--- config.mk ---
export PLATFORM = sky130hd
export DESIGN_NAME = dcache_tag_store
export DESIGN_NICKNAME = d
export VERILOG_FILES = /design/src/verilog/cache_pkg.sv /design/src/verilog/dcache_tag_store.sv
export VERILOG_INCLUDE_DIRS = /design/src /design/src/verilog
export SDC_FILE = /design/constraint.sdc
export NUM_CORES = 2
export LEC_CHECK = 0
export ABC_AREA = 1
export ABC_CLOCK_PERIOD_IN_PS = 2730
export BUFFER_PORTS_ARGS = -buffer_cell sky130_fd_sc_hd__buf_2
export CORE_ASPECT_RATIO = 1.2
export CORE_MARGIN = 2
export CORE_UTILIZATION = 40
export DETAILED_ROUTE_END_ITERATION = 10
export SETUP_SLACK_MARGIN = 0.1
export SYNTH_ARGS = -nofsm -noshare
export SYNTH_HDL_FRONTEND = slang
export SYNTH_SLANG_ARGS = --single-unit
--- constraint.sdc ---
create_clock -name clk -period 2.73 [get_ports clk]
set_input_delay 0.273 -clock clk [delete_from_list [all_inputs] [get_ports clk]]
set_output_delay 0.273 -clock clk [all_outputs]
set_load 0.005 [all_outputs]
--- src/verilog/dcache_defs.svh ---
// data cache geometry
`ifndef DCACHE_DEFS_SVH
`define DCACHE_DEFS_SVH

// cpu and memory word
`define DCACHE_ADDR_W   32
`define DCACHE_DATA_W   64
`define DCACHE_STRB_W   8

// address split: tag | index | offset
`define DCACHE_OFFSET_W 3
`define DCACHE_INDEX_W  6
`define DCACHE_SETS     64
`define DCACHE_TAG_W    23

// replacement ages saturate
`define DCACHE_AGE_W    3
`define DCACHE_AGE_MAX  7

`endif

--- src/verilog/cache_pkg.sv ---
// cache internal types
`default_nettype none

`include "dcache_defs.svh"

package cache_pkg;

    typedef logic [`DCACHE_TAG_W-1:0]   tag_t;
    typedef logic [`DCACHE_INDEX_W-1:0] index_t;
    typedef logic [`DCACHE_AGE_W-1:0]   age_t;

    // one bit, two ways
    typedef logic [0:0] way_t;

    // controller FSM
    typedef enum logic [2:0] {
        S_IDLE,
        S_LOOKUP,
        S_HIT,
        S_WRITEBACK,
        S_REFILL
    } ctrl_state_e;

endpackage

`default_nettype wire

--- src/verilog/dcache_tag_store.sv ---
// two-way tag and valid store
`timescale 1ns/1ns
`default_nettype none

`include "dcache_defs.svh"

module dcache_tag_store import cache_pkg::*; (
    input  wire logic        clk,
    input  wire logic        rst_n_i,
    input  wire index_t      index_i,
    input  wire logic        tag_we_i,
    input  wire way_t        way_i,
    input  wire tag_t        tag_i,
    output tag_t [1:0]       rd_tag_o,
    output logic [1:0]       rd_valid_o
);

    tag_t tag_q   [2][`DCACHE_SETS];
    logic valid_q [2][`DCACHE_SETS];

    always_ff @(posedge clk or negedge rst_n_i) begin
        if (!rst_n_i) begin
            for (int w = 0; w < 2; w++) begin
                for (int s = 0; s < `DCACHE_SETS; s++) begin
                    valid_q[w][s] <= 1'b0;
                end
            end
            rd_valid_o <= '0;
        end else begin
            if (tag_we_i) begin
                valid_q[way_i][index_i] <= 1'b1;
            end
            for (int w = 0; w < 2; w++) begin
                // a written way reads back its new state
                if (tag_we_i && (way_i == way_t'(w))) begin
                    rd_valid_o[w] <= 1'b1;
                end else begin
                    rd_valid_o[w] <= valid_q[w][index_i];
                end
            end
        end
    end

    always_ff @(posedge clk) begin
        if (tag_we_i) begin
            tag_q[way_i][index_i] <= tag_i;
        end
        for (int w = 0; w < 2; w++) begin
            if (tag_we_i && (way_i == way_t'(w))) begin
                rd_tag_o[w] <= tag_i;
            end else begin
                rd_tag_o[w] <= tag_q[w][index_i];
            end
        end
    end

endmodule

`default_nettype wire

==> results by group <==
Job
  – Max-Cap Viols: 0

Logic synthesis
  – Count leader, synth: nand2_1
  – Sequential fraction of the synthesis area: 70.9%
  – #FFs+latches synth: 3,120
  – Synth area leaders: edfxtp_1 68%, nand2_1 24%, dfrtp_1 2.5%, clkbuf_1 1.3%, nor2_1 0.76%
  – Netlist cell types: 25
  – Synth Flop Type: edfxtp_1
  – Post-Syn Instances: 13,100
  – Post-Syn Area: 131,000 µm²
  – Yosys top cell by area: edfxtp_1
  – Avg Inst Size Synth: 9.99 µm²
  – Post-synth EDFFs: 2,944
  – Async S/R FF share, synth: 4.17%
  – Most instantiated cells after synthesis: 8,520 x nand2_1, 2,944 x edfxtp_1, 455 x clkbuf_1
  – Syn_nets: 13,100
  – Synth top area share: 67.7%
  – Yosys warning count: 0

Die
  – Cell Rows: 229
  – Num ports: 81
  – Core area: 325,000 µm²
  – Die height: 630 µm
  – Die Width: 526 µm
  – Die Area: 331,000 µm²
  – Starting Density: 40.2%

GRT
  – Grt ovf: 0
  – Global-route wire length before repair: 586,000 µm
  – Initial antenna violation count: 24
  – Pin count of the biggest net entering global routing: 99
  – Total GRT Usage: 23.9%
  – Vias in the first global route: 86,500

Worst hold path
  – Hold Path End: rd_valid_o[1]
  – Hold path cells: 7
  – Worst Hold Class: primary input to flop
  – Hold_sp: index_i[1]

Clock network
  – Num CTS Buffers: 299
  – Max Buffers Root-to-Sink: 4
  – # H-tree levels: 5
  – Root Driver: clkbuf_16
  – Post-CTS Resized: 0
  – Worst-Skew Late Latency: 0.88 ns
  – Clock Sinks: 3,120
  – Worst-path clk slew: 0.07 ns
  – CTS tree: yes

STA
  – Worst Max-Slew Pin Slew: 0.878 ns
  – Minimum clock period: 2.54 ns
  – Slew Viols, Final: 0
  – Max-Slew Margin vs Limit: 41.5%
  – Achievable Freq: 0.394 GHz
  – Worst hold slack: 0.119 ns
  – Final hold viol count: 0
  – Final Skew: 0.0381 ns
  – # setup viols final: 0
  – Period Utilization, post-route: 93.0%
  – RSZ-0062 raised after global routing: no

Layout
  – Fillers: 29,500
  – Proportion of layout cells with a drive suffix above 1: 9.20%
  – Area Overhead vs Synth: 16.0%
  – Fin nets: 13,400
  – Area of the multi-input gates: 34,900 µm²
  – FF+latch area: 92,600 µm²

Power
  – Sw Share: 23.1%
  – Clock power share: 40.3%
  – Power per cell area: 666 nW/µm²
  – Net switching power: 23,400 µW
  – Max IR drop VDD: 0.579 mV
  – Int Pwr: 77,600 µW
  – Combinational share of power: 7.2%
  – Leak Pwr: 0.0639 µW
  – Total chip power: 101,000 µW
  – Sequential power share: 52.6%

Placement
  – DP HPWL: 246,000 µm
  – Gpl congestion: 0.875
  – PortBufs: 80

Worst setup path
  – Worst R2R Path Depth: 12
  – CP Capture Type: flop
  – FF-to-FF Start: tag_q[0][823]
  – WP data arrival: 3.29 ns
  – Crit path kind: primary input to flop
  – Worst endpoint required time: 3.48 ns
  – Slack of the worst reg-to-reg path: 0.38 ns
  – Worst Path Max Fanout: 21
  – Startpoint types: primary input
  – R2r endpoint: rd_tag_o[18]

Route
  – Vias/cell: 5.08
  – Wire per inst: 22.5 µm
  – DRC viols: 0
  – DRT Pass-1 Iters: 6
  – Routed wire length: 403,000 µm
  – Routed vias: 90,900
  – Post-route antenna net violation count: 0
  – 1st-iter DRT viols: 9,176

Outcome
  – Status: finished clean
[repair_timing]
action	in CTS	in global routing
endpoints found under the hold margin	853	0
hold buffers	28	0
buffers inserted	0	0
[cell families (layout without fill, tap and decap cells)]
group	after synthesis	after routing	share of synthesized area (%)
and+or+nand+nor	8911	8911	25.8
DFF	3120	3120	70.9
buffers and inverters	878	1433	2.65
AOI/OAI and AO/OA	159	159	0.634
other	0	17	0
[worst max path at each step]
stage / startpoint / end / slack [ns] / cells after the start
final: index_i[2] / rd_tag_o[18] / 0.19 / 13
after global routing: tag_we_i / tag_q[1][1313] / 0.33 / 7
after CTS: index_i[2] / rd_tag_o[18] / 0.42 / 13
after detailed placement: index_i[0] / rd_tag_o[18] / -0.22 / 17
after global placement: index_i[0] / rd_tag_o[18] / -0.18 / 17
after floorplan: index_i[0] / tag_q[0][1035] / -0.17 / 9
[stage by stage]
stage          setup WS (ns)  TNS (ns)  cell area (µm²)  util [%]  cells
2_1_floorplan         -0.170    -52.16           131000         -  13100
3_3_place_gp          -0.180    -0.674           142000      43.7  17300
3_5_place_dp          -0.217    -11.21           142000      43.7  17300
4_1_cts                0.415         0           151000      46.6  17900
5_1_grt                0.325         0           151000      46.6  17900
6_report               0.191         0           151000      46.6  17900
[cells in the final DEF, fill, tap and decap left out, types with 5 or more instances in the layout]
| cell | instances |
|---|---|
| inv_1 | 207 |
| inv_6 | 7 |
| clkbuf_1 | 76 |
| bufinv_16 | 18 |
| o211ai_1 | 7 |
| buf_2 | 52 |
| nand3_1 | 52 |
| clkinv_2 | 44 |
| diode_2 | 17 |
| or2_2 | 47 |
| or2_1 | 9 |
| clkinv_1 | 55 |
| clkbuf_8 | 11 |
| buf_6 | 23 |
| edfxtp_1 | 2944 |
| nor3_2 | 7 |
| nor2_1 | 136 |
| nor2_2 | 129 |
| o22ai_1 | 12 |
| dfxtp_1 | 46 |
| dfrtp_1 | 130 |
| clkbuf_16 | 311 |
| dlygate4sd3_1 | 28 |
| nand2_1 | 8520 |
| a21oi_1 | 10 |
| o21ai_0 | 126 |
| buf_4 | 329 |
| buf_12 | 254 |
| clkinvlp_4 | 5 |
[routing by layer]
metal	GRT usage (%)	vias to the layer above	wire length, µm
li1	-	42600	-
met2	40.6	3491	196000
met5	0	-	39
met1	30.7	44100	161000
met3	2.78	701	27100
met4	10.3	6	18400
[area by class of cell]
| type | instances | area share, % |
|---|---|---|
| Timing Repair Buffer | 688 | 5.54 |
| Tap cell | 4273 | 3.53 |
| Sequential cell | 3120 | 61.1 |
| Clock buffer | 398 | 5.43 |
| Antenna cell | 17 | 0.0281 |
| Multi-Input combinational cell | 9070 | 23.0 |
| Inverter | 217 | 0.555 |
| Clock inverter | 130 | 0.724 |
[power groups by stage]
stage	Clock [µW]	Combinational [µW]	Sequential [µW]
2_1_floorplan	0	3460	53800
4_1_cts	41100	7230	53000
5_1_grt	42900	7880	53000
3_3_place_gp	0	7130	54100
6_report	40600	7220	53000
3_5_place_dp	0	7160	54000
[sequential cells by signal, summed over array words and instances, names as in the netlist]
signal      count
rd_valid_o      2
tag_q        2944
rd_tag_o       46
valid_q       128
[worst max-delay path, stage by stage]
cell and delay (ns):
dlygate4sd3_1 0.56, buf_8 0.19, inv_8 0.12, buf_12 0.21, buf_4 0.21, nand2_1 0.08, nand2_1 0.05, nand2_1 0.11
nand2_1 0.13, nor2_1 0.58, nand3_1 0.39, nand2_1 0.24, inv_1 0.08
Note: power is estimated with default switching activity, not from simulation.
