==> config.mk <==
export PLATFORM = sky130hd
export DESIGN_NAME = dcache_replace
export DESIGN_NICKNAME = d
export VERILOG_FILES = /design/src/verilog/cache_pkg.sv /design/src/verilog/dcache_replace.sv
export VERILOG_INCLUDE_DIRS = /design/src /design/src/verilog
export SDC_FILE = /design/constraint.sdc
export NUM_CORES = 1
export LEC_CHECK = 0
export BUFFER_PORTS_ARGS = -buffer_cell sky130_fd_sc_hd__buf_2
export CAP_MARGIN = 25
export CORE_ASPECT_RATIO = 1.2
export CORE_UTILIZATION = 40
export CTS_BUF_LIST = sky130_fd_sc_hd__clkbuf_4 sky130_fd_sc_hd__clkbuf_8
export CTS_CLUSTER_SIZE = 16
export DETAILED_ROUTE_END_ITERATION = 7
export SETUP_SLACK_MARGIN = 0.4
export SLEW_MARGIN = 10
export SYNTH_ARGS = -nofsm -noshare
export SYNTH_HDL_FRONTEND = slang
export SYNTH_SLANG_ARGS = --single-unit
==> constraint.sdc <==
create_clock -name clk -period 5.95 [get_ports clk]
set_input_delay 0.2975 -clock clk [delete_from_list [all_inputs] [get_ports clk]]
set_output_delay 0.2975 -clock clk [all_outputs]
set_load 0.01 [all_outputs]
==> src/verilog/dcache_defs.svh <==
// data cache geometry
`ifndef DCACHE_DEFS_SVH
`define DCACHE_DEFS_SVH

// cpu and memory word
`define DCACHE_ADDR_W   32
`define DCACHE_DATA_W   64
`define DCACHE_STRB_W   8

// address split: tag | index | offset
`define DCACHE_OFFSET_W 3
`define DCACHE_INDEX_W  6
`define DCACHE_SETS     64
`define DCACHE_TAG_W    23

// replacement ages saturate
`define DCACHE_AGE_W    3
`define DCACHE_AGE_MAX  7

`endif

==> src/verilog/cache_pkg.sv <==
// cache internal types
`default_nettype none

`include "dcache_defs.svh"

package cache_pkg;

    typedef logic [`DCACHE_TAG_W-1:0]   tag_t;
    typedef logic [`DCACHE_INDEX_W-1:0] index_t;
    typedef logic [`DCACHE_AGE_W-1:0]   age_t;

    // one bit, two ways
    typedef logic [0:0] way_t;

    // controller FSM
    typedef enum logic [2:0] {
        S_IDLE,
        S_LOOKUP,
        S_HIT,
        S_WRITEBACK,
        S_REFILL
    } ctrl_state_e;

endpackage

`default_nettype wire

==> src/verilog/dcache_replace.sv <==
// dirty bits and age-based victim choice
`timescale 1ns/1ns
`default_nettype none

`include "dcache_defs.svh"

module dcache_replace import cache_pkg::*; (
    input  wire logic        clk,
    input  wire logic        rst_n_i,
    input  wire index_t      index_i,
    input  wire logic [1:0]  valid_i,
    input  wire logic        hit_i,
    input  wire way_t        hit_way_i,
    input  wire logic        write_hit_i,
    input  wire logic        clean_i,
    output way_t             victim_way_o,
    output logic             victim_dirty_o
);

    age_t age_q   [2][`DCACHE_SETS];
    logic dirty_q [2][`DCACHE_SETS];

    way_t victim;
    way_t other_way;
    age_t other_age;

    // invalid ways first, then the older one, tie to way 0
    always_comb begin
        if (!valid_i[0]) begin
            victim = 1'b0;
        end else if (!valid_i[1]) begin
            victim = 1'b1;
        end else if (age_q[1][index_i] > age_q[0][index_i]) begin
            victim = 1'b1;
        end else begin
            victim = 1'b0;
        end
    end

    assign victim_way_o   = victim;
    assign victim_dirty_o = dirty_q[victim][index_i];

    assign other_way = ~hit_way_i;
    assign other_age = age_q[other_way][index_i];

    always_ff @(posedge clk or negedge rst_n_i) begin
        if (!rst_n_i) begin
            for (int w = 0; w < 2; w++) begin
                for (int s = 0; s < `DCACHE_SETS; s++) begin
                    age_q[w][s]   <= '0;
                    dirty_q[w][s] <= 1'b0;
                end
            end
        end else begin
            if (hit_i) begin
                age_q[hit_way_i][index_i] <= '0;
                if (other_age != age_t'(`DCACHE_AGE_MAX)) begin
                    age_q[other_way][index_i] <= age_t'(other_age + 1'b1);
                end
            end
            if (write_hit_i) begin
                dirty_q[hit_way_i][index_i] <= 1'b1;
            end
            if (clean_i) begin
                dirty_q[victim][index_i] <= 1'b0;
            end
        end
    end

    // only a dirty victim gets written back
    assert property (@(posedge clk) disable iff (!rst_n_i)
        clean_i |-> victim_dirty_o);

endmodule

`default_nettype wire

==> flow_metrics.env <==
export IMPL_grt_ovfl_total=0
export IMPL_h_tree_depth=3
export IMPL_final_setup_viol_count=0
export IMPL_fin_total_pwr_mw=9.04
export IMPL_tightest_slew_ns=1.13
export IMPL_netlist_instances=2492
export IMPL_status="completed"
export IMPL_tritoncts_clock_tree="built"
export IMPL_port_buffer_count=15
export IMPL_swShare=0.308
export IMPL_yosysSeqAreaShare=0.482
export IMPL_area_sequential_um2=12800
export IMPL_power_sequential_fraction=0.460
export IMPL_p_switching_mw=2.78
export IMPL_routed_via_count=23600
export IMPL_worst_setup_hold_path_clk_slew_ns=0.06
export IMPL_final_min_period_over_clock_period=0.941
export IMPL_slew_headroom=0.244
export IMPL_synthArstFlopShare=1.00
export IMPL_gp_routability_congestion=0.984
export IMPL_floorplan_die_area_um2=67500
export IMPL_layout_setup_ws_ns=0.353
export IMPL_clock_root_buffer="sky130_fd_sc_hd__clkbuf_8"
export IMPL_route_antenna_remaining_nets=0
export IMPL_worst_hold_path_type="input port to flop"
export IMPL_number_of_antenna_violations_at_the_first_check_in_global_routing=1
export IMPL_hpwlAfterDp_um=70800
export IMPL_crit_path_end_kind="primary output"
export IMPL_place_worst_setup_slack_ns=-0.0382
export IMPL_placed_cell_area_um2=28000
export IMPL_layout_cell_area_non_filler_um2=30000
export IMPL_floorplan_core_area_um2=65700
export IMPL_detailedRoute_firstIterationViolations=3310
export IMPL_synth_main_ff_cell="sky130_fd_sc_hd__dfrtp_1"
export IMPL_post_detailed_route_drc_marker_count=0
export IMPL_route_detailed_wl_per_inst_um=31.6
export IMPL_drt_total_wl_um=108000
export IMPL_syn_area_um2=26600
export IMPL_multi_input_logic_area_um2=13000
export IMPL_cp_data_arrival_time_ns=5.30
export IMPL_part_of_the_total_power_dissipated_in_combinational_logic=0.162
export IMPL_setup_worst_path_start_class="flop"
export IMPL_initial_utilization=0.404
export IMPL_final_fill_count=6063
export IMPL_drive_above_1_share=0.197
export IMPL_intPower_mw=6.26
export IMPL_synth_avg_cell_area_um2=10.7
export IMPL_global_route_usage_total=0.319
export IMPL_finalWorstPathRequiredPeriod_ns=5.60
export IMPL_post_place_cells=3247
export IMPL_ys_warnings_count=0
export IMPL_yosys_area_top_type_share=0.482
export IMPL_layout_commonest_cell="sky130_fd_sc_hd__dfrtp_1"
export IMPL_count_of_flip_flops_with_a_built_in_enable_after_synthesis=0
export IMPL_finalNetCount=2518
export IMPL_row_count=103
export IMPL_critical_path_required_ns=5.65
export IMPL_cts_num_sinks=512
export IMPL_wire_length_of_the_first_global_routing_pass_um=159000
export IMPL_ys_types=61
export IMPL_drv_max_cap_violation_count=0
export IMPL_grt_pass1_vias=23300
export IMPL_vdd_ir_drop_max_v=0.000147
export IMPL_worst_setup_path_category="flop to primary output"
export IMPL_layout_core_utilization=0.457
export IMPL_rsz_0062_raised_after_global_routing="yes"
export IMPL_maximum_fanout_count_along_the_critical_path=11
export IMPL_max_freq_mhz=179
export IMPL_maxSlewViolCount=0
export IMPL_ys_seq_elements=512
export IMPL_power_share_clock=0.379
export IMPL_largest_clock_skew_in_the_final_design_ns=0.0500
export IMPL_worstSkewPairLatency_ns=0.74
export IMPL_first_pass_iters=6
export IMPL_power_density_nw_per_um2=301
export IMPL_numCtsBuffers=86
export IMPL_synth_top_cells_by_area="sky130_fd_sc_hd__dfrtp_1 48%, sky130_fd_sc_hd__mux4_2 11%, sky130_fd_sc_hd__a22o_1 8.9%"
export IMPL_power_leakage_nw=12.6
export IMPL_timing_final_hold_violations=0
export IMPL_synth_top_area_cell="sky130_fd_sc_hd__dfrtp_1"
export IMPL_worst_hold_check_slack_ns=0.0154
export IMPL_clockBufferDepth=3
export IMPL_largest_net_degree_at_the_start_of_global_routing=167
export IMPL_final_instance_count_excl_fill=3405
export IMPL_vias_per_cell=6.92
export IMPL_area_growth_syn_to_layout_pct=13.0
export IMPL_die_x_um=237
export IMPL_setup_tns_final_ns=0
export IMPL_die_h_um=284
export IMPL_io_pins=16
export IMPL_synthesis_nets=2511
export IMPL_most_common_layout_cells="511 x sky130_fd_sc_hd__dfrtp_1, 385 x sky130_fd_sc_hd__nand2_1, 290 x sky130_fd_sc_hd__a21oi_1, 270 x sky130_fd_sc_hd__a22o_1, 128 x sky130_fd_sc_hd__mux4_2"
[layout make-up]
cell class,count,share of cell area
clock buffer,131,0.0552
antenna,2,0.000167
tap,840,0.0350
inverter,7,0.000875
sequential,512,0.427
clock inverter,21,0.00612
timing repair buffer,130,0.0417
multi-input combinational,1762,0.434
[critical path, cell delays in order, from the launching register on]
cell and delay, ns:
sky130_fd_sc_hd__dfrtp_2 0.45, sky130_fd_sc_hd__mux2_4 0.27, sky130_fd_sc_hd__nand2_1 0.06, sky130_fd_sc_hd__o21ai_1 0.06, sky130_fd_sc_hd__a221o_1 0.28, sky130_fd_sc_hd__a221oi_2 0.27, sky130_fd_sc_hd__o22ai_1 0.17, sky130_fd_sc_hd__a21oi_1 0.17
sky130_fd_sc_hd__nand3_1 0.10, sky130_fd_sc_hd__ha_1 0.33, sky130_fd_sc_hd__nor2b_4 0.15, sky130_fd_sc_hd__o41a_1 0.44, sky130_fd_sc_hd__nand2_2 0.13, sky130_fd_sc_hd__inv_2 0.06, sky130_fd_sc_hd__buf_4 0.21, sky130_fd_sc_hd__mux2i_1 0.14
sky130_fd_sc_hd__a32oi_1 0.34, sky130_fd_sc_hd__nand4_1 0.31, sky130_fd_sc_hd__nor4b_2 0.25, sky130_fd_sc_hd__nand4b_1 0.20, sky130_fd_sc_hd__buf_2 0.17
[timing repair]
action / in CTS / in global routing
gates resized for setup: 14 / 19
hold buffers: 1 / 0
endpoints found under the setup margin: 1 / 1
buffers inserted: 0 / 2
endpoints found under the hold margin: 31 / 0
pin swaps: 3 / 10
gates cloned: 0 / 1
[state kept, by name, indices dropped and copies added (netlist names)]
register / cells
age_q: 384
dirty_q: 128
[power groups by stage]
stage / logic, mW / registers [mW] / clock network, mW
2_1_floorplan: 0.904 / 4.04 / 0
5_1_grt: 1.55 / 4.18 / 3.60
3_5_place_dp: 1.40 / 4.19 / 0
4_1_cts: 1.41 / 4.14 / 3.45
6_report: 1.46 / 4.16 / 3.42
3_3_place_gp: 1.37 / 4.19 / 0
[cell families after synthesis]
kind of cell             synth area share
buffers and inverters              0.0359
AO/OA/AOI/OAI                       0.245
AND/OR/NAND/NOR                    0.0947
multiplexers                        0.140
adder cells (fa/ha/maj)           0.00235
flip-flops                          0.482
[Yosys cell counts, types with 4 or more instances]
| library cell | instances |
|---|---|
| sky130_fd_sc_hd__nand2_1 | 386 |
| sky130_fd_sc_hd__o31ai_1 | 8 |
| sky130_fd_sc_hd__nand2b_1 | 7 |
| sky130_fd_sc_hd__ha_1 | 5 |
| sky130_fd_sc_hd__a211oi_1 | 11 |
| sky130_fd_sc_hd__o22ai_1 | 15 |
| sky130_fd_sc_hd__o21ai_0 | 35 |
| sky130_fd_sc_hd__nor4_1 | 5 |
| sky130_fd_sc_hd__buf_4 | 12 |
| sky130_fd_sc_hd__or3_1 | 5 |
| sky130_fd_sc_hd__a221o_1 | 4 |
| sky130_fd_sc_hd__a22o_1 | 270 |
| sky130_fd_sc_hd__inv_1 | 7 |
| sky130_fd_sc_hd__clkbuf_1 | 119 |
| sky130_fd_sc_hd__or2_2 | 5 |
| sky130_fd_sc_hd__dfrtp_1 | 512 |
| sky130_fd_sc_hd__a21oi_1 | 292 |
| sky130_fd_sc_hd__buf_6 | 6 |
| sky130_fd_sc_hd__a31oi_1 | 26 |
| sky130_fd_sc_hd__and2_1 | 7 |
| sky130_fd_sc_hd__o31ai_2 | 14 |
| sky130_fd_sc_hd__a221oi_1 | 34 |
| sky130_fd_sc_hd__nand4_1 | 19 |
| sky130_fd_sc_hd__nor2_2 | 8 |
| sky130_fd_sc_hd__and3_1 | 9 |
| sky130_fd_sc_hd__nor2_1 | 93 |
| sky130_fd_sc_hd__o21ai_1 | 106 |
| sky130_fd_sc_hd__o211ai_1 | 8 |
| sky130_fd_sc_hd__a21boi_0 | 5 |
| sky130_fd_sc_hd__mux2_2 | 29 |
| sky130_fd_sc_hd__mux2i_1 | 52 |
| sky130_fd_sc_hd__a211o_1 | 8 |
| sky130_fd_sc_hd__mux4_2 | 128 |
| sky130_fd_sc_hd__buf_1 | 38 |
| sky130_fd_sc_hd__a22oi_1 | 85 |
| sky130_fd_sc_hd__nor2b_1 | 7 |
| sky130_fd_sc_hd__buf_2 | 36 |
| sky130_fd_sc_hd__nand3_1 | 27 |
| sky130_fd_sc_hd__nor3_1 | 11 |
[final timing paths]
kind	cells past startpoint	from	slack, ns	endpoint
max	20	age_q[91]	0.35	victim_dirty_o
min	3	clean_i	0.02	dirty_q[72]
max reg2reg	10	age_q[123]	1.38	age_q[112]
min reg2reg	2	age_q[267]	0.51	age_q[267]
max in group asynchronous	3	rst_n_i	4.52	age_q[91]
min in group asynchronous	2	rst_n_i	0.08	dirty_q[82]
[layer usage]
layer	GRT usage	wire length, um
met5	0	0
met4	0.191	6750
met3	0.0698	12200
met2	0.478	48100
met1	0.423	40700
Power figures use the tool's default switching activity.
