$ cat config.mk
export PLATFORM = sky130hd
export DESIGN_NAME = dcache_ctrl
export DESIGN_NICKNAME = d
export VERILOG_FILES = /design/src/verilog/cache_pkg.sv /design/src/verilog/bus_pkg.sv /design/src/verilog/dcache_ctrl.sv
export VERILOG_INCLUDE_DIRS = /design/src /design/src/verilog
export SDC_FILE = /design/constraint.sdc
export NUM_CORES = 1
export LEC_CHECK = 0
export BUFFER_PORTS_ARGS = -buffer_cell sky130_fd_sc_hd__buf_2
export CAP_MARGIN = 10
export CELL_PAD_IN_SITES_DETAIL_PLACEMENT = 1
export CELL_PAD_IN_SITES_GLOBAL_PLACEMENT = 1
export CORE_AREA = 2 2 240 242
export DETAILED_ROUTE_END_ITERATION = 10
export DIE_AREA = 0 0 242 244
export PLACE_DENSITY = 0.59
export SKIP_CTS_REPAIR_TIMING = 1
export SLEW_MARGIN = 30
export SYNTH_ARGS = -nofsm -noshare
export SYNTH_HDL_FRONTEND = slang
export SYNTH_SLANG_ARGS = --single-unit
$ cat constraint.sdc
create_clock -name clk -period 6.6 [get_ports clk]
set_input_delay 0.33 -clock clk [delete_from_list [all_inputs] [get_ports clk]]
set_output_delay 0.33 -clock clk [all_outputs]
set_load 0.005 [all_outputs]
$ cat src/verilog/dcache_defs.svh
// data cache geometry
`ifndef DCACHE_DEFS_SVH
`define DCACHE_DEFS_SVH

// cpu and memory word
`define DCACHE_ADDR_W   32
`define DCACHE_DATA_W   64
`define DCACHE_STRB_W   8

// address split: tag | index | offset
`define DCACHE_OFFSET_W 3
`define DCACHE_INDEX_W  6
`define DCACHE_SETS     64
`define DCACHE_TAG_W    23

// replacement ages saturate
`define DCACHE_AGE_W    3
`define DCACHE_AGE_MAX  7

`endif

$ cat src/verilog/cache_pkg.sv
// cache internal types
`default_nettype none

`include "dcache_defs.svh"

package cache_pkg;

    typedef logic [`DCACHE_TAG_W-1:0]   tag_t;
    typedef logic [`DCACHE_INDEX_W-1:0] index_t;
    typedef logic [`DCACHE_AGE_W-1:0]   age_t;

    // one bit, two ways
    typedef logic [0:0] way_t;

    // controller FSM
    typedef enum logic [2:0] {
        S_IDLE,
        S_LOOKUP,
        S_HIT,
        S_WRITEBACK,
        S_REFILL
    } ctrl_state_e;

endpackage

`default_nettype wire

$ cat src/verilog/bus_pkg.sv
// cpu and memory side types
`default_nettype none

`include "dcache_defs.svh"

package bus_pkg;

    typedef logic [`DCACHE_ADDR_W-1:0] addr_t;
    typedef logic [`DCACHE_DATA_W-1:0] word_t;
    typedef logic [`DCACHE_STRB_W-1:0] strb_t;

    typedef enum logic [1:0] {
        MEM_NONE,
        MEM_WRITEBACK,
        MEM_REFILL
    } mem_req_e;

endpackage

`default_nettype wire

$ cat src/verilog/dcache_ctrl.sv
// data cache request controller
`timescale 1ns/1ns
`default_nettype none

`include "dcache_defs.svh"

module dcache_ctrl import cache_pkg::*, bus_pkg::*; (
    input  wire logic          clk,
    input  wire logic          rst_n_i,
    input  wire logic          read_valid_i,
    input  wire logic          write_valid_i,
    input  wire addr_t         addr_i,
    input  wire word_t         wdata_i,
    input  wire strb_t         strb_i,
    output word_t              rdata_o,
    output logic               ready_o,
    output mem_req_e           mem_req_o,
    output addr_t              mem_addr_o,
    output word_t              mem_wdata_o,
    input  wire word_t         mem_rdata_i,
    input  wire logic          mem_ready_i,
    output index_t             index_o,
    output tag_t               tag_o,
    output logic               tag_we_o,
    output logic               data_we_o,
    output way_t               way_o,
    output strb_t              strb_o,
    output word_t              wdata_o,
    input  wire tag_t  [1:0]   rd_tag_i,
    input  wire logic  [1:0]   rd_valid_i,
    input  wire word_t [1:0]   rd_word_i,
    input  wire way_t          victim_way_i,
    input  wire logic          victim_dirty_i,
    output logic               hit_o,
    output way_t               hit_way_o,
    output logic               write_hit_o,
    output logic               clean_o
);

    ctrl_state_e state_q;
    ctrl_state_e state_d;

    // latched request
    logic        req_write_q;
    tag_t        req_tag_q;
    index_t      req_index_q;
    word_t       req_wdata_q;
    strb_t       req_strb_q;

    way_t        hit_way_q;
    way_t        victim_q;
    addr_t       mem_addr_q;
    word_t       mem_wdata_q;

    logic        accept;
    logic [1:0]  way_match;
    logic        lookup_hit;
    way_t        lookup_way;
    logic        refill_done;

    assign accept = (state_q == S_IDLE) && (read_valid_i || write_valid_i);

    assign way_match[0] = rd_valid_i[0] && (rd_tag_i[0] == req_tag_q);
    assign way_match[1] = rd_valid_i[1] && (rd_tag_i[1] == req_tag_q);
    assign lookup_hit   = |way_match;
    assign lookup_way   = way_t'(way_match[1]);

    assign refill_done  = (state_q == S_REFILL) && mem_ready_i;

    always_comb begin
        state_d = state_q;
        unique case (state_q)
            S_IDLE: begin
                if (accept) begin
                    state_d = S_LOOKUP;
                end
            end
            S_LOOKUP: begin
                if (lookup_hit) begin
                    state_d = S_HIT;
                end else if (victim_dirty_i) begin
                    state_d = S_WRITEBACK;
                end else begin
                    state_d = S_REFILL;
                end
            end
            S_HIT: begin
                state_d = S_IDLE;
            end
            // back through lookup, the victim is clean by then
            S_WRITEBACK, S_REFILL: begin
                if (mem_ready_i) begin
                    state_d = S_LOOKUP;
                end
            end
            default: begin
                state_d = S_IDLE;
            end
        endcase
    end

    always_ff @(posedge clk or negedge rst_n_i) begin
        if (!rst_n_i) begin
            state_q <= S_IDLE;
        end else begin
            state_q <= state_d;
        end
    end

    always_ff @(posedge clk) begin
        if (accept) begin
            // read wins when both are raised
            req_write_q <= !read_valid_i;
            req_tag_q   <= addr_i[`DCACHE_ADDR_W-1 -: `DCACHE_TAG_W];
            req_index_q <= addr_i[`DCACHE_OFFSET_W +: `DCACHE_INDEX_W];
            req_wdata_q <= wdata_i;
            req_strb_q  <= strb_i;
        end
        if (state_q == S_LOOKUP) begin
            hit_way_q   <= lookup_way;
            victim_q    <= victim_way_i;
            mem_wdata_q <= rd_word_i[victim_way_i];
            if (victim_dirty_i) begin
                mem_addr_q <= {rd_tag_i[victim_way_i], req_index_q,
                               {`DCACHE_OFFSET_W{1'b0}}};
            end else begin
                mem_addr_q <= {req_tag_q, req_index_q, {`DCACHE_OFFSET_W{1'b0}}};
            end
        end
    end

    // stores read at the incoming index while idle
    assign index_o = (state_q == S_IDLE) ? addr_i[`DCACHE_OFFSET_W +: `DCACHE_INDEX_W]
                                         : req_index_q;
    assign tag_o     = req_tag_q;
    assign tag_we_o  = refill_done;
    assign data_we_o = refill_done || ((state_q == S_HIT) && req_write_q);
    assign way_o     = (state_q == S_REFILL) ? victim_q : hit_way_q;
    assign strb_o    = (state_q == S_REFILL) ? '1 : req_strb_q;
    assign wdata_o   = (state_q == S_REFILL) ? mem_rdata_i : req_wdata_q;

    assign ready_o     = (state_q == S_HIT);
    assign rdata_o     = rd_word_i[hit_way_q];
    assign hit_o       = (state_q == S_HIT);
    assign hit_way_o   = hit_way_q;
    assign write_hit_o = (state_q == S_HIT) && req_write_q;
    assign clean_o     = (state_q == S_WRITEBACK) && mem_ready_i;

    always_comb begin
        unique case (state_q)
            S_WRITEBACK: mem_req_o = MEM_WRITEBACK;
            S_REFILL:    mem_req_o = MEM_REFILL;
            default:     mem_req_o = MEM_NONE;
        endcase
    end

    assign mem_addr_o  = mem_addr_q;
    assign mem_wdata_o = mem_wdata_q;

    // ready only for a resident line that holds the request
    assert property (@(posedge clk) disable iff (!rst_n_i)
        ready_o |-> rd_valid_i[hit_way_q] && (rd_tag_i[hit_way_q] == req_tag_q));

    // memory request held until the memory answers
    assert property (@(posedge clk) disable iff (!rst_n_i)
        (mem_req_o != MEM_NONE) && !mem_ready_i |=>
            (mem_req_o == $past(mem_req_o)) && $stable(mem_addr_o) && $stable(mem_wdata_o));

endmodule

`default_nettype wire

==> qor.csv <==
metric;value;unit
start_kind;flop;
firstDrtPassIters;4;
ys_ff_latch;200;
power_switching;1.815;mW
setup_tns;0;ps
p_per_area;352.4;nW/µm²
period_needed;3483;ps
setup.worst_path.end_class;output port;
slowest_delay;730;ps
die_h;244;µm
nets;1653;
track_usage;12.02;%
yosysTopAreaCell;edfxtp_1;
setup_viol;0;
peakVddDrop;209.6;µV
fp.dieArea;59050;µm²
drt-initial-drc-count;183;
p_leak;6.245;nW
drive_above_1_share;63.04;%
cp_slowest_cell;buf_4;
synth_edf_count;197;
start_util;17.20;%
h-tree-depth;4;
multi_input_area;3445;µm²
relSlewSlack;38.12;%
syn_area;9662;µm²
p_sw_share;34.25;%
avgRoutedWirePerCell;18.21;µm
route.met2.wl;19.76;mm
vias;7948;
seq_area;5991;µm²
grt_max_degree;67;
min_path_type;in2reg;
worst_pin_slew;928.3;ps
total_power;5.300;mW
dp_hpwl;29.26;mm
antenna_left;0;
rows;87;
netlist.area_leader.share;61.23;%
finClkSkew;16.95;ps
die_w;242;µm
met1_length;13.97;mm
cpLargestDelayFamily;buffers and inverters;
place_ws;3610;ps
root_buffer;clkbuf_16;
drv_slew;0;
synth_cell_types;34;
avgViaCountPerCell;3.832;
wirelength;37.76;mm
p_int;3.484;mW
async_reset_ff_share;1.500;%
synth_ff_type;edfxtp_1;
numCtsBuffers;17;
final_util;26.77;%
port_buffers;615;
critPathArrivalTime;3150;ps
path_cells;nor3b_4 > buf_4 > mux2_1 > buf_2;
stdcell_area;15040;µm²
max_freq;287.1;MHz
placed_area;13520;µm²
combPwrFrac;37.8;%
crit_buf_inv;2;
syn_avg_cell_area;15.97;µm²
area_growth;55.63;%
grt_pass1_vias;8218;
synth.top_cells.by_area;edfxtp_1 (61%), mux2_2 (18%), mux2_1 (4.8%), xnor2_1 (4.2%), mux2i_1 (2.4%);
postSynthCellCount;605;
ys_seq_area_share;62.00;%
drc_errors;0;
clk_pin_slew;80;ps
fin_crit_sh;52.77;%
path_max_fanout;63;
hold_viol;0;
clock_sinks;200;
clock_latency;480;ps
gp_congestion;0.9083;
routed.top_layer;met4;
critical_path_class;reg2out;
wl_met3;3.172;mm
antenna_found_initial;4;
coreArea;56170;µm²
cts_tree;yes;
timing.final.ws_setup;3117;ps
ys_warn_count;0;
fillers;6395;
clk_path_buf_depth;2;
required;6270;ps
gr-total-overflow;0;
rsz0062_at_grt;false;
pwr-share-clk;20.7;%
grt_pass1_wl;52.46;mm
seq_power_share;41.5;%
io-pin-count;622;
max_cap_violations;0;
status;finished, final reports clean;
## cells in the mapped netlist, types with 2 or more instances
| cell | count |
|---|---|
| xnor2_1 | 46 |
| a21oi_1 | 26 |
| buf_6 | 2 |
| buf_2 | 15 |
| nor2_1 | 27 |
| edfxtp_1 | 197 |
| inv_1 | 2 |
| nor2b_1 | 3 |
| nand4_1 | 12 |
| dfrtp_1 | 3 |
| buf_8 | 4 |
| and2_1 | 2 |
| clkbuf_1 | 6 |
| mux2i_1 | 23 |
| nor3_1 | 2 |
| mux2_2 | 158 |
| nand2_1 | 4 |
| mux2_1 | 41 |
| or2_2 | 9 |
| buf_4 | 9 |
## per-stage QoR
stage / std cells / hold WS [ps]
CTS: 1981 / -422.8
finish: 2074 / 31.27
detailed placement: 1949 / 129.6
floorplan: 607 / 34.41
global placement: 1949 / 129.0
global route: 2074 / -3.012
## final cells by class
cell class              instances  share of cell area (%)
clock buffers                  18                   2.854
multi-input cells             369                   22.91
diodes                          3                 0.04993
clock inverters                14                   1.065
inverters                       2                 0.04993
flip-flops and latches        200                   39.84
repair buffers                712                   26.94
well taps                     756                   6.291
## power by group through the flow
stage,registers [mW],logic [mW],clock network [mW]
after floorplan,2.29,0.929,0
after global placement,2.22,1.97,0
after detailed placement,2.23,1.99,0
after CTS,2.21,2.00,1.15
after global routing,2.25,2.19,1.19
final,2.20,2.01,1.10
## logic make-up after synthesis
logic type | synth area share [%]
flip-flops | 62.00
AND/OR/NAND/NOR | 3.807
XOR/XNOR | 4.170
multiplexers | 25.58
buffers and inverters | 2.642
AO/OA/AOI/OAI | 1.761
other | 0.03881
## layout by cell type, fill, tap and decap left out, drive strengths merged
cell type | synthesis | final
buf | 30 | 623
mux2 | 199 | 199
edfxtp | 197 | 197
dlygate4sd3 | 0 | 89
xnor2 | 46 | 46
nor2 | 27 | 27
a21oi | 26 | 26
mux2i | 23 | 23
clkbuf | 6 | 18
nand4 | 12 | 12
or2 | 9 | 9
inv | 2 | 9
clkinv | 0 | 5
nand2 | 4 | 4
diode | 0 | 3
conb | 1 | 3
dfrtp | 3 | 3
and2 | 3 | 3
nor2b | 3 | 3
nor3 | 3 | 3
nor3b | 2 | 2
nor4 | 2 | 2
and3 | 1 | 1
a22o | 1 | 1
o311a | 1 | 1
nand3b | 1 | 1
o221ai | 1 | 1
or3b | 1 | 1
a221o | 1 | 1
clkinvlp | 0 | 1
bufinv | 0 | 1
## sequential cells by signal, indices dropped and copies added, names as in the netlist
register,flops
victim_q,1
mem_addr_o,29
req_strb_q,8
hit_way_o,1
req_write_q,1
state_q,3
tag_o,23
req_index_q,6
mem_wdata_o,64
req_wdata_q,64
## path summary, 6_finish.rpt
kind / startpoint / slack [ps] / endpoint / depth (start not counted)
worst max register to register: state_q[1] / 3740 / req_wdata_q[43] / 3
worst max-delay path: state_q[1] / 3120 / wdata_o[48] / 4
min in group asynchronous: rst_n_i / 180 / state_q[0] / 2
max in group asynchronous: rst_n_i / 6310 / state_q[1] / 2
worst min-delay path: addr_i[22] / 30 / tag_o[13] / 1
worst min register to register: req_index_q[5] / 460 / mem_addr_o[8] / 0
## metal layers
metal / GRT usage (%) / vias up
met2: 21.49 / 398
li1: - / 3710
met1: 12.48 / 3793
met4: 4.702 / 0
met3: 5.015 / 47
met5: 0 / -
No activity file was read; power rests on OpenSTA's default activity.
